`src/compPkg.sv`:
```
package compPkg;

   localparam int wordWidth = 32;
   localparam int addrWidth = 8;
   localparam int regCount = 16;
   localparam int regIdxWidth = $clog2(regCount);
   localparam int immWidth = 16;
   localparam int shiftWidth = $clog2(wordWidth);

   // Instruction field positions
   localparam int opcodeMsb = 31;
   localparam int opcodeLsb = 28;
   localparam int rdMsb = 27;
   localparam int rdLsb = 24;
   localparam int raMsb = 23;
   localparam int raLsb = 20;
   localparam int rbMsb = 19;
   localparam int rbLsb = 16;
   localparam int immMsb = 15;
   localparam int immLsb = 0;

   typedef logic [wordWidth-1:0] word_t;
   typedef logic [addrWidth-1:0] addr_t;
   typedef logic [regIdxWidth-1:0] regIdx_t;

   typedef enum logic [opcodeMsb-opcodeLsb:0] {
      opNop = 4'h0,
      opLdi = 4'h1,  // Sign-extended immediate
      opLui = 4'h2,  // Immediate into upper half
      opOri = 4'h3,
      opAdd = 4'h4,
      opSub = 4'h5,
      opAnd = 4'h6,
      opOr  = 4'h7,
      opXor = 4'h8,
      opShl = 4'h9,
      opShr = 4'ha,
      opIn  = 4'hb,  // imm[0] picks portI or portJ
      opOut = 4'hc,  // imm[1:0] picks portA..portD
      opJmp = 4'hd,
      opJz  = 4'he   // Codes above this decode as opNop
   } opcode_t;

   typedef enum logic [1:0] {
      stFetch,
      stExec,
      stResult
   } state_t;

endpackage

```
`src/instrDecode.sv`:
```
module instrDecode
(
   input  logic                           selected_clk,
   input  logic                           res,
   input  compPkg::word_t                 instr,
   input  logic                           branchTaken,
   input  compPkg::addr_t                 target,
   output compPkg::addr_t                 addr,
   output compPkg::state_t                state,
   output compPkg::opcode_t               opcode,
   output compPkg::regIdx_t               rd,
   output compPkg::regIdx_t               ra,
   output compPkg::regIdx_t               rb,
   output logic [compPkg::immWidth-1:0]   imm,
   output logic                           retire
);

   import compPkg::*;

   addr_t pc;
   logic [opcodeMsb-opcodeLsb:0] rawOp;
   opcode_t decodedOp;

   assign addr = pc;
   assign retire = (state == stResult);
   assign rawOp = instr[opcodeMsb:opcodeLsb];

   always_comb
   begin
      if (rawOp > opJz)
      begin
         decodedOp = opNop;  // Unused codes
      end
      else
      begin
         decodedOp = opcode_t'(rawOp);
      end
   end

   always_ff @(posedge selected_clk or posedge res)
   begin
      if (res)
      begin
         state <= stFetch;
         pc <= '0;
         opcode <= opNop;
      end
      else
      begin
         case (state)
            stFetch:
            begin
               state <= stExec;
               opcode <= decodedOp;
            end
            stExec:
            begin
               state <= stResult;
            end
            default:
            begin
               state <= stFetch;
               pc <= branchTaken ? target : pc + 1'b1;  // Wraps at 256
            end
         endcase
      end
   end

   // Operand fields follow the opcode latch
   always_ff @(posedge selected_clk)
   begin
      if (state == stFetch)
      begin
         rd <= instr[rdMsb:rdLsb];
         ra <= instr[raMsb:raLsb];
         rb <= instr[rbMsb:rbLsb];
         imm <= instr[immMsb:immLsb];
      end
   end

endmodule

```
`src/aluExecute.sv`:
```
module aluExecute
(
   input  logic                           selected_clk,
   input  logic                           res,
   input  compPkg::state_t                state,
   input  compPkg::opcode_t               opcode,
   input  compPkg::regIdx_t               rd,
   input  compPkg::regIdx_t               ra,
   input  compPkg::regIdx_t               rb,
   input  logic [compPkg::immWidth-1:0]   imm,
   input  compPkg::word_t                 raData,
   input  compPkg::word_t                 rbData,
   input  compPkg::word_t                 portI,
   input  compPkg::word_t                 portJ,
   output compPkg::regIdx_t               raIdx,
   output compPkg::regIdx_t               rbIdx,
   output compPkg::regIdx_t               rdOut,
   output compPkg::word_t                 result,
   output logic                           writeReg,
   output logic                           writePort,
   output logic                           branchTaken,
   output logic [1:0]                     portSel,
   output compPkg::addr_t                 target
);

   import compPkg::*;

   word_t nextResult;
   logic nextWriteReg;
   logic nextBranch;
   logic [shiftWidth-1:0] shiftAmt;

   assign raIdx = ra;
   assign rbIdx = rb;
   assign shiftAmt = rbData[shiftWidth-1:0];

   always_comb
   begin
      nextWriteReg = opcode inside {opLdi, opLui, opOri, opAdd, opSub, opAnd,
                                    opOr, opXor, opShl, opShr, opIn};
      nextBranch = (opcode == opJmp) || (opcode == opJz && raData == '0);
      case (opcode)
         opLdi: nextResult = {{(wordWidth-immWidth){imm[immWidth-1]}}, imm};
         opLui: nextResult = {imm, {(wordWidth-immWidth){1'b0}}};
         opOri: nextResult = raData | {{(wordWidth-immWidth){1'b0}}, imm};
         opAdd: nextResult = raData + rbData;
         opSub: nextResult = raData - rbData;
         opAnd: nextResult = raData & rbData;
         opOr:  nextResult = raData | rbData;
         opXor: nextResult = raData ^ rbData;
         opShl: nextResult = raData << shiftAmt;
         opShr: nextResult = raData >> shiftAmt;
         opIn:  nextResult = imm[0] ? portJ : portI;
         default: nextResult = raData;  // opOut value
      endcase
   end

   // Strobes live only for the stResult cycle
   always_ff @(posedge selected_clk or posedge res)
   begin
      if (res)
      begin
         writeReg <= 1'b0;
         writePort <= 1'b0;
         branchTaken <= 1'b0;
      end
      else if (state == stExec)
      begin
         writeReg <= nextWriteReg;
         writePort <= (opcode == opOut);
         branchTaken <= nextBranch;
      end
      else
      begin
         writeReg <= 1'b0;
         writePort <= 1'b0;
         branchTaken <= 1'b0;
      end
   end

   always_ff @(posedge selected_clk)
   begin
      if (state == stExec)
      begin
         result <= nextResult;
         rdOut <= rd;
         portSel <= imm[1:0];
         target <= imm[addrWidth-1:0];
      end
   end

endmodule

```
`src/resultWrite.sv`:
```
module resultWrite
(
   input  logic               selected_clk,
   input  logic               res,
   input  compPkg::state_t    state,
   input  logic               writeReg,
   input  logic               writePort,
   input  compPkg::regIdx_t   rdOut,
   input  compPkg::regIdx_t   raIdx,
   input  compPkg::regIdx_t   rbIdx,
   input  compPkg::regIdx_t   testRegSel,
   input  logic [1:0]         portSel,
   input  compPkg::word_t     result,
   output compPkg::word_t     raData,
   output compPkg::word_t     rbData,
   output compPkg::word_t     testReg,
   output compPkg::word_t     portA,
   output compPkg::word_t     portB,
   output compPkg::word_t     portC,
   output compPkg::word_t     portD
);

   import compPkg::*;

   word_t regs [regCount];

   // r0 is hardwired to zero
   assign raData = (raIdx == '0) ? '0 : regs[raIdx];
   assign rbData = (rbIdx == '0) ? '0 : regs[rbIdx];
   assign testReg = (testRegSel == '0) ? '0 : regs[testRegSel];

   always_ff @(posedge selected_clk or posedge res)
   begin
      if (res)
      begin
         for (int i = 0; i < regCount; i++)
         begin
            regs[i] <= '0;
         end
      end
      else if (state == stResult && writeReg && rdOut != '0)
      begin
         regs[rdOut] <= result;
      end
   end

   always_ff @(posedge selected_clk or posedge res)
   begin
      if (res)
      begin
         portA <= '0;
         portB <= '0;
         portC <= '0;
         portD <= '0;
      end
      else if (state == stResult && writePort)
      begin
         case (portSel)
            2'd0: portA <= result;
            2'd1: portB <= result;
            2'd2: portC <= result;
            default: portD <= result;
         endcase
      end
   end

endmodule

```
`src/comp.sv`:
```
module comp
(
   input  logic               selected_clk,
   input  logic               res,
   input  compPkg::word_t     instr,
   input  compPkg::word_t     portI,
   input  compPkg::word_t     portJ,
   input  compPkg::regIdx_t   testRegSel,
   output compPkg::addr_t     addr,
   output compPkg::word_t     portA,
   output compPkg::word_t     portB,
   output compPkg::word_t     portC,
   output compPkg::word_t     portD,
   output compPkg::word_t     testReg,
   output logic               retire
);

   import compPkg::*;

   state_t state;
   opcode_t opcode;
   regIdx_t rd;
   regIdx_t ra;
   regIdx_t rb;
   logic [immWidth-1:0] imm;
   regIdx_t raIdx;
   regIdx_t rbIdx;
   regIdx_t rdOut;
   word_t raData;
   word_t rbData;
   word_t result;
   logic writeReg;
   logic writePort;
   logic branchTaken;
   logic [1:0] portSel;
   addr_t target;

   instrDecode decode_i
   (
      .selected_clk  (selected_clk),
      .res           (res),
      .instr         (instr),
      .branchTaken   (branchTaken),
      .target        (target),
      .addr          (addr),
      .state         (state),
      .opcode        (opcode),
      .rd            (rd),
      .ra            (ra),
      .rb            (rb),
      .imm           (imm),
      .retire        (retire)
   );

   aluExecute execute_i
   (
      .selected_clk  (selected_clk),
      .res           (res),
      .state         (state),
      .opcode        (opcode),
      .rd            (rd),
      .ra            (ra),
      .rb            (rb),
      .imm           (imm),
      .raData        (raData),
      .rbData        (rbData),
      .portI         (portI),
      .portJ         (portJ),
      .raIdx         (raIdx),
      .rbIdx         (rbIdx),
      .rdOut         (rdOut),
      .result        (result),
      .writeReg      (writeReg),
      .writePort     (writePort),
      .branchTaken   (branchTaken),
      .portSel       (portSel),
      .target        (target)
   );

   resultWrite write_i
   (
      .selected_clk  (selected_clk),
      .res           (res),
      .state         (state),
      .writeReg      (writeReg),
      .writePort     (writePort),
      .rdOut         (rdOut),
      .raIdx         (raIdx),
      .rbIdx         (rbIdx),
      .testRegSel    (testRegSel),
      .portSel       (portSel),
      .result        (result),
      .raData        (raData),
      .rbData        (rbData),
      .testReg       (testReg),
      .portA         (portA),
      .portB         (portB),
      .portC         (portC),
      .portD         (portD)
   );

endmodule

```
`config.mk`:
```
export PLATFORM = sky130hd
export DESIGN_NAME = comp
export DESIGN_NICKNAME = d
export VERILOG_FILES = /design/src/compPkg.sv /design/src/instrDecode.sv /design/src/aluExecute.sv /design/src/resultWrite.sv /design/src/comp.sv
export SDC_FILE = /design/constraint.sdc
export NUM_CORES = 2
export LEC_CHECK = 0
export BUFFER_PORTS_ARGS = -buffer_cell sky130_fd_sc_hd__buf_2
export CORE_ASPECT_RATIO = 0.7
export CORE_MARGIN = 2
export CORE_UTILIZATION = 29
export CTS_CLUSTER_SIZE = 30
export DETAILED_ROUTE_END_ITERATION = 12
export HOLD_SLACK_MARGIN = 0.1
export PLACE_DENSITY = 0.5
export SLEW_MARGIN = 20
export SYNTH_ARGS = -nofsm -noshare
export SYNTH_HDL_FRONTEND = slang
export SYNTH_SLANG_ARGS = --single-unit
```
`constraint.sdc`:
```
create_clock -name selected_clk -period 34.5 [get_ports selected_clk]
set_clock_uncertainty 0.05 [all_clocks]
set_input_delay 3.45 -clock selected_clk [delete_from_list [all_inputs] [get_ports selected_clk]]
set_output_delay 3.45 -clock selected_clk [all_outputs]
set_load 0.03 [all_outputs]
```
### Word-level counts from Yosys, hierarchy flattened

Cells that the tools add are included.

* shifts and indexed selects: 2
* add/sub/neg operators: 3
* $lt $le $gt $ge: 6
* reduce and logical (&&, ||, !) cells: 20
* bitwise operators: 9
* divide/modulo/power cells: 0
* equal/unequal tests: 18
* $mul: 0
* mux-type cells: 23

Operator list (number)
* 512-bit bitwise mux: 1
* 32-bit binary-select mux with 4-bit select: 3
* 32-bit two-way mux: 11
* 32-bit one-hot mux with 11 select lines: 1
* 32-bit demux with 4-bit select: 1
* 32-bit adder: 1
* 32-bit bitwise AND: 1
* 32-bit logical NOT: 1
* 32-bit by 16-bit OR with 32-bit output: 1
* 32-bit OR: 1
* 32-bit by 5-bit << shifter with 32-bit output: 1
* 32-bit by 5-bit >> shifter with 32-bit output: 1
* 32-bit subtractor: 1
* 32-bit bitwise XOR: 1
* 4-bit equality test, second input constant: 7
* 5-bit greater-or-equal comparator, second input constant: 4
* 4-bit NOT with 5-bit output: 4
* 4-bit by 3-bit equality test with 1-bit output, second input constant: 4
* 4-bit logical NOT: 3
* 11-bit nonzero test: 1
* 8-bit by 1-bit adder with 8-bit output, second input constant: 1
* 4-bit by 2-bit equality test with 1-bit output, second input constant: 2
* 8-bit two-way mux: 1
* 2-bit AND reduction: 4
* other kinds (15): 24

* memories: 0
* input port bits: 102
* word-level logic and storage cells: 115
* memory bits (writable): 0
* bits in read-only memories: 0
* latch bits: 0
* bits in registers: 731

### Longest topological paths before layout

* depth in word-level cells: 9
* mapped depth: 28
* depth with buffers taken out: 23

### Hierarchy

A second synthesis with hierarchy kept.

* cell total of the unflattened synthesis: 3801
* area total of the unflattened synthesis: 46659.8 um^2

Modules (own cells, without submodules)
* resultWrite: instances 1, cells an instance 2397, seq. area each 15239.6 um^2, area an instance 34844.7 um^2
* aluExecute: instances 1, cells an instance 1297, seq. area each 1396.3 um^2, area an instance 10236.1 um^2
* instrDecode: instances 1, cells an instance 107, seq. area each 1191.1 um^2, area an instance 1579.0 um^2

### Least setup slack after synthesis

Ideal clock, no wire load.

* path type: input -> output
* start: input port testRegSel[0]
* end: output port testReg[22]
* path slack: 25266 ps
* path buffers: 2
* arrival: 5734 ps
* stages on the path: 5
* cell sequence: buf_1 -> buf_1 -> mux4_2 -> mux4_2 -> nor2b_1

* cells in the longest elaborated chain, start to end: 5

Ends and longest elaborated chain
* start: declaration: line comp.sv:8 `input compPkg::regIdx_t testRegSel,`
* 4-bit NOT with 5-bit output (not written as such): line resultWrite.sv:30 `assign testReg = (testRegSel == '0) ? '0 : regs[testRegSel];`
* 32-bit binary-select mux with 4-bit select: line resultWrite.sv:30
* 32-bit two-way mux (not written as such) (2 in a row): line resultWrite.sv:30
* 32-bit two-way mux *: line resultWrite.sv:30
* end: declaration: line comp.sv:14 `output compPkg::word_t testReg,`

Every way passes the cells marked *; elsewhere a longest branch is shown, timed or not. The select of a mux whose other input is x is not followed.

### Worst setup path after layout

* start: input port testRegSel[0]
* end: output port testReg[1]

Same word-level chain as after synthesis.

==> flow_metrics.py <==
metrics = {
    "detailed_routing": {
        "vias": 36058,
        "via_per_inst": 5.84,
        "wl_per_cell_um": 31.2,
        "drc": 0,
        "totalWireLength_um": 192000,
        "met3_length_um": 18800,
        "m1WireLength_um": 86300,
        "ant_nets": 0,
        "drt-initial-drc-count": 4513,
        "drtPass1Iterations": 6,
        "highest_layer": "met4",
        "wl_met2_um": 81500,
    },
    "worst_setup_path": {
        "max_stage_delay_ns": 0.88,
        "cp_slowest_cell": "buf_4",
        "r2r-end": "execute_i.result[29]",
        "critPathMaxFanout": 49,
        "cp_data_required_time_ns": 31.00,
        "crit_chain": "buf_8 -> buf_4 -> mux4_2 -> mux4_2 -> nor2b_1 -> buf_2",
        "r2r_cells": 23,
        "worstPathArrival_ns": 6.40,
        "r2r_setup_slack_ns": 25.17,
        "reg2reg_from": "decode_i.rb[1]",
        "endpoint_kind": "output pin",
        "crit_top_cell": "mux4_2",
        "path_class": "primary input to output pin",
        "start_kind": "primary input",
    },
    "sta": {
        "drv_slew": 0,
        "finalHoldViolations": 0,
        "maxSlewHeadroom": 0.253,
        "period_needed_ns": 9.90,
        "fin_crit_sh": 0.287,
        "worstMarginPinSlew_ns": 1.11,
        "hold_ws_ns": 0.328,
        "clock.fmax_mhz": 101,
        "rsz0062_at_grt": "false",
        "finalSetupTns_ns": 0,
        "finalSetupViolations": 0,
    },
    "finish": {
        "fill_cells": 16245,
        "final_nets": 4092,
        "area_growth_pct": 13.5,
        "drive_gt1_frac": 0.421,
        "fin_util": 0.331,
    },
    "hold_path": {
        "whs_endpoint": "write_i.regs[480]",
        "hold_class": "flop to flop",
        "worstHoldStart": "write_i.regs[480]",
        "worstHoldPathCells": 0,
    },
    "synth": {
        "ys_warn_count": 0,
        "synthCells": 3788,
        "avgSynthCellArea_sq_um": 12.5,
        "async_reset_ff_frac": 0.901,
        "synth-seq-area-share": 0.392,
        "netlist_area_sq_mm": 0.0475,
        "synth_edf_count": 72,
        "synth.most_common_cell": "dfrtp_1",
        "synth_area_leaders": "dfrtp_1 35%, mux4_2 17%, mux2_2 15%, edfxtp_1 4.6%, mux2i_1 3.3%",
        "synth_top_area_frac": 0.346,
        "synth_seq_cells": 729,
        "synthTopCellsByCount": "657 x dfrtp_1, 653 x mux2_2, 369 x mux4_2",
        "ys.flop_type": "dfrtp_1",
        "synth.distinct_cells": 105,
        "synth_area_leader_cell": "dfrtp_1",
        "synth_nets": 3988,
    },
    "pwr": {
        "p_int_mw": 2.09,
        "pwr-share-seq": 0.353,
        "p_comb_frac": 0.349,
        "leakage_nw": 23.6,
        "power_mw": 3.32,
        "swShare": 0.369,
        "clockPowerShare": 0.298,
        "p_switching_mw": 1.23,
        "power_density_mw_per_mm2": 61.6,
        "peakVddDrop_mv": 0.0368,
    },
    "clock_tree": {
        "numCtsBuffers": 87,
        "cts-htree-levels": 3,
        "cts_hold_buffers": 0,
        "cts.sinks": 729,
        "ctsResizeCount": 0,
        "clkTransAtPathRegs_ns": 0.06,
        "post_cts_buffers": 0,
        "clk_latency_ns": 0.73,
        "root_buffer": "clkbuf_16",
        "cts_buffer_depth": 3,
        "cts_tree": "done",
    },
    "run_status": {
        "status": "complete, no violations",
    },
    "die": {
        "coreArea_sq_mm": 0.163,
        "io_pins": 271,
        "die_w_um": 488,
        "die_area_sq_mm": 0.167,
        "die_h_um": 343,
        "initial_core_util": 0.291,
        "num_rows": 124,
    },
    "global_route": {
        "gr-usage-all-layers": 0.227,
        "globalRouteOverflowTotal": 0,
        "grt_pass1_vias": 34661,
        "grt_pass1_wl_um": 274000,
        "antenna_found_initial": 8,
        "grt_max_degree": 102,
    },
    "placed_design": {
        "port_buffers": 270,
        "dpl.hpwl_um": 129000,
        "gp_congestion": 1.00,
    },
    "flow_run": {
        "max-cap-violations": 0,
    },
}
[cell usage in the layout (no fill, tap or decap), types with 27 or more instances in the layout]
master     count
o211ai_1      30
inv_1         68
o22ai_1       27
clkbuf_16     89
o21ai_0      106
nand2_1      153
nand3_1       47
a21oi_1      151
buf_4        116
nor2b_1       50
a221oi_1      55
mux2_2       653
mux4_2       369
a211oi_1      35
mux2i_1      159
dfrtp_1      657
xnor2_1       39
a22oi_1       45
nor2_1       149
nand2b_1      28
ha_1          97
edfxtp_1      72
buf_2        267
[state kept, by name, indices dropped and copies added, names as in the netlist]
register               flops
execute_i.writePort        1
write_i.portB             32
write_i.portD             32
execute_i.target           8
write_i.regs             512
decode_i.rb                4
execute_i.rdOut            4
write_i.portC             32
decode_i.imm              16
execute_i.result          32
write_i.portA             32
decode_i.ra                4
decode_i.rd                4
decode_i.addr              8
decode_i.state             2
execute_i.writeReg         1
decode_i.opcode            4
execute_i.branchTaken      1
[cells by family after synthesis]
| group | Yosys count | share of synthesized area |
|---|---|---|
| AO/OA/AOI/OAI | 686 | 0.103 |
| XOR/XNOR | 53 | 0.00977 |
| adder cells (fa/ha/maj) | 98 | 0.0260 |
| buffers and inverters | 453 | 0.0443 |
| flip-flops | 729 | 0.392 |
| multiplexers | 1186 | 0.365 |
| AND/OR/NAND/NOR | 583 | 0.0608 |
[power groups by stage]
stage | sequential (mW) | combinational (mW) | clock (mW)
finish | 1.17 | 1.16 | 0.989
global route | 1.19 | 1.22 | 1.05
CTS | 1.16 | 1.14 | 1.01
detailed placement | 1.18 | 1.13 | 0
global placement | 1.18 | 1.13 | 0
floorplan | 1.17 | 0.766 | 0
[layer usage]
metal | track usage | up-vias
li1 | - | 14879
met1 | 0.333 | 18973
met2 | 0.323 | 1925
met3 | 0.0652 | 281
met4 | 0.0646 | 0
met5 | 0 | -
[worst max path at each step]
stage / from / to / slack (ns) / depth (start not counted)
finish: testRegSel[0] / testReg[1] / 24.60 / 6
global route: testRegSel[0] / testReg[2] / 24.38 / 6
CTS: testRegSel[0] / testReg[1] / 24.53 / 6
detailed placement: testRegSel[0] / testReg[7] / 24.53 / 6
global placement: testRegSel[0] / testReg[1] / 24.58 / 6
floorplan: res / decode_i.addr[0] / 12.59 / 1
[worst max-delay path, delay by kind of cell]
| kind | cells | cell delay, ns |
|---|---|---|
| AND/OR/NAND/NOR | 1 | 0.19 |
| buffers and inverters | 3 | 1.53 |
| multiplexers | 2 | 1.18 |
[stage by stage]
stage | instance area (sq um) | cells | setup slack (ns)
floorplan | 47500 | 3788 | 12.59
global placement | 50900 | 6007 | 24.58
detailed placement | 50900 | 6008 | 24.53
CTS | 53900 | 6168 | 24.53
global route | 53900 | 6169 | 24.38
finish | 53900 | 6171 | 24.60
[cell type report]
class	instances	area, sq um	area share
diodes	3	7.51	0.000139
clock buffers	115	2470	0.0459
clock inverters	45	519	0.00963
inverters	82	315	0.00585
multi-input cells	2606	27000	0.500
flip-flops and latches	729	18600	0.345
well taps	2205	2760	0.0512
repair buffers	386	2260	0.0419
No activity file was read; power rests on OpenSTA's default activity.
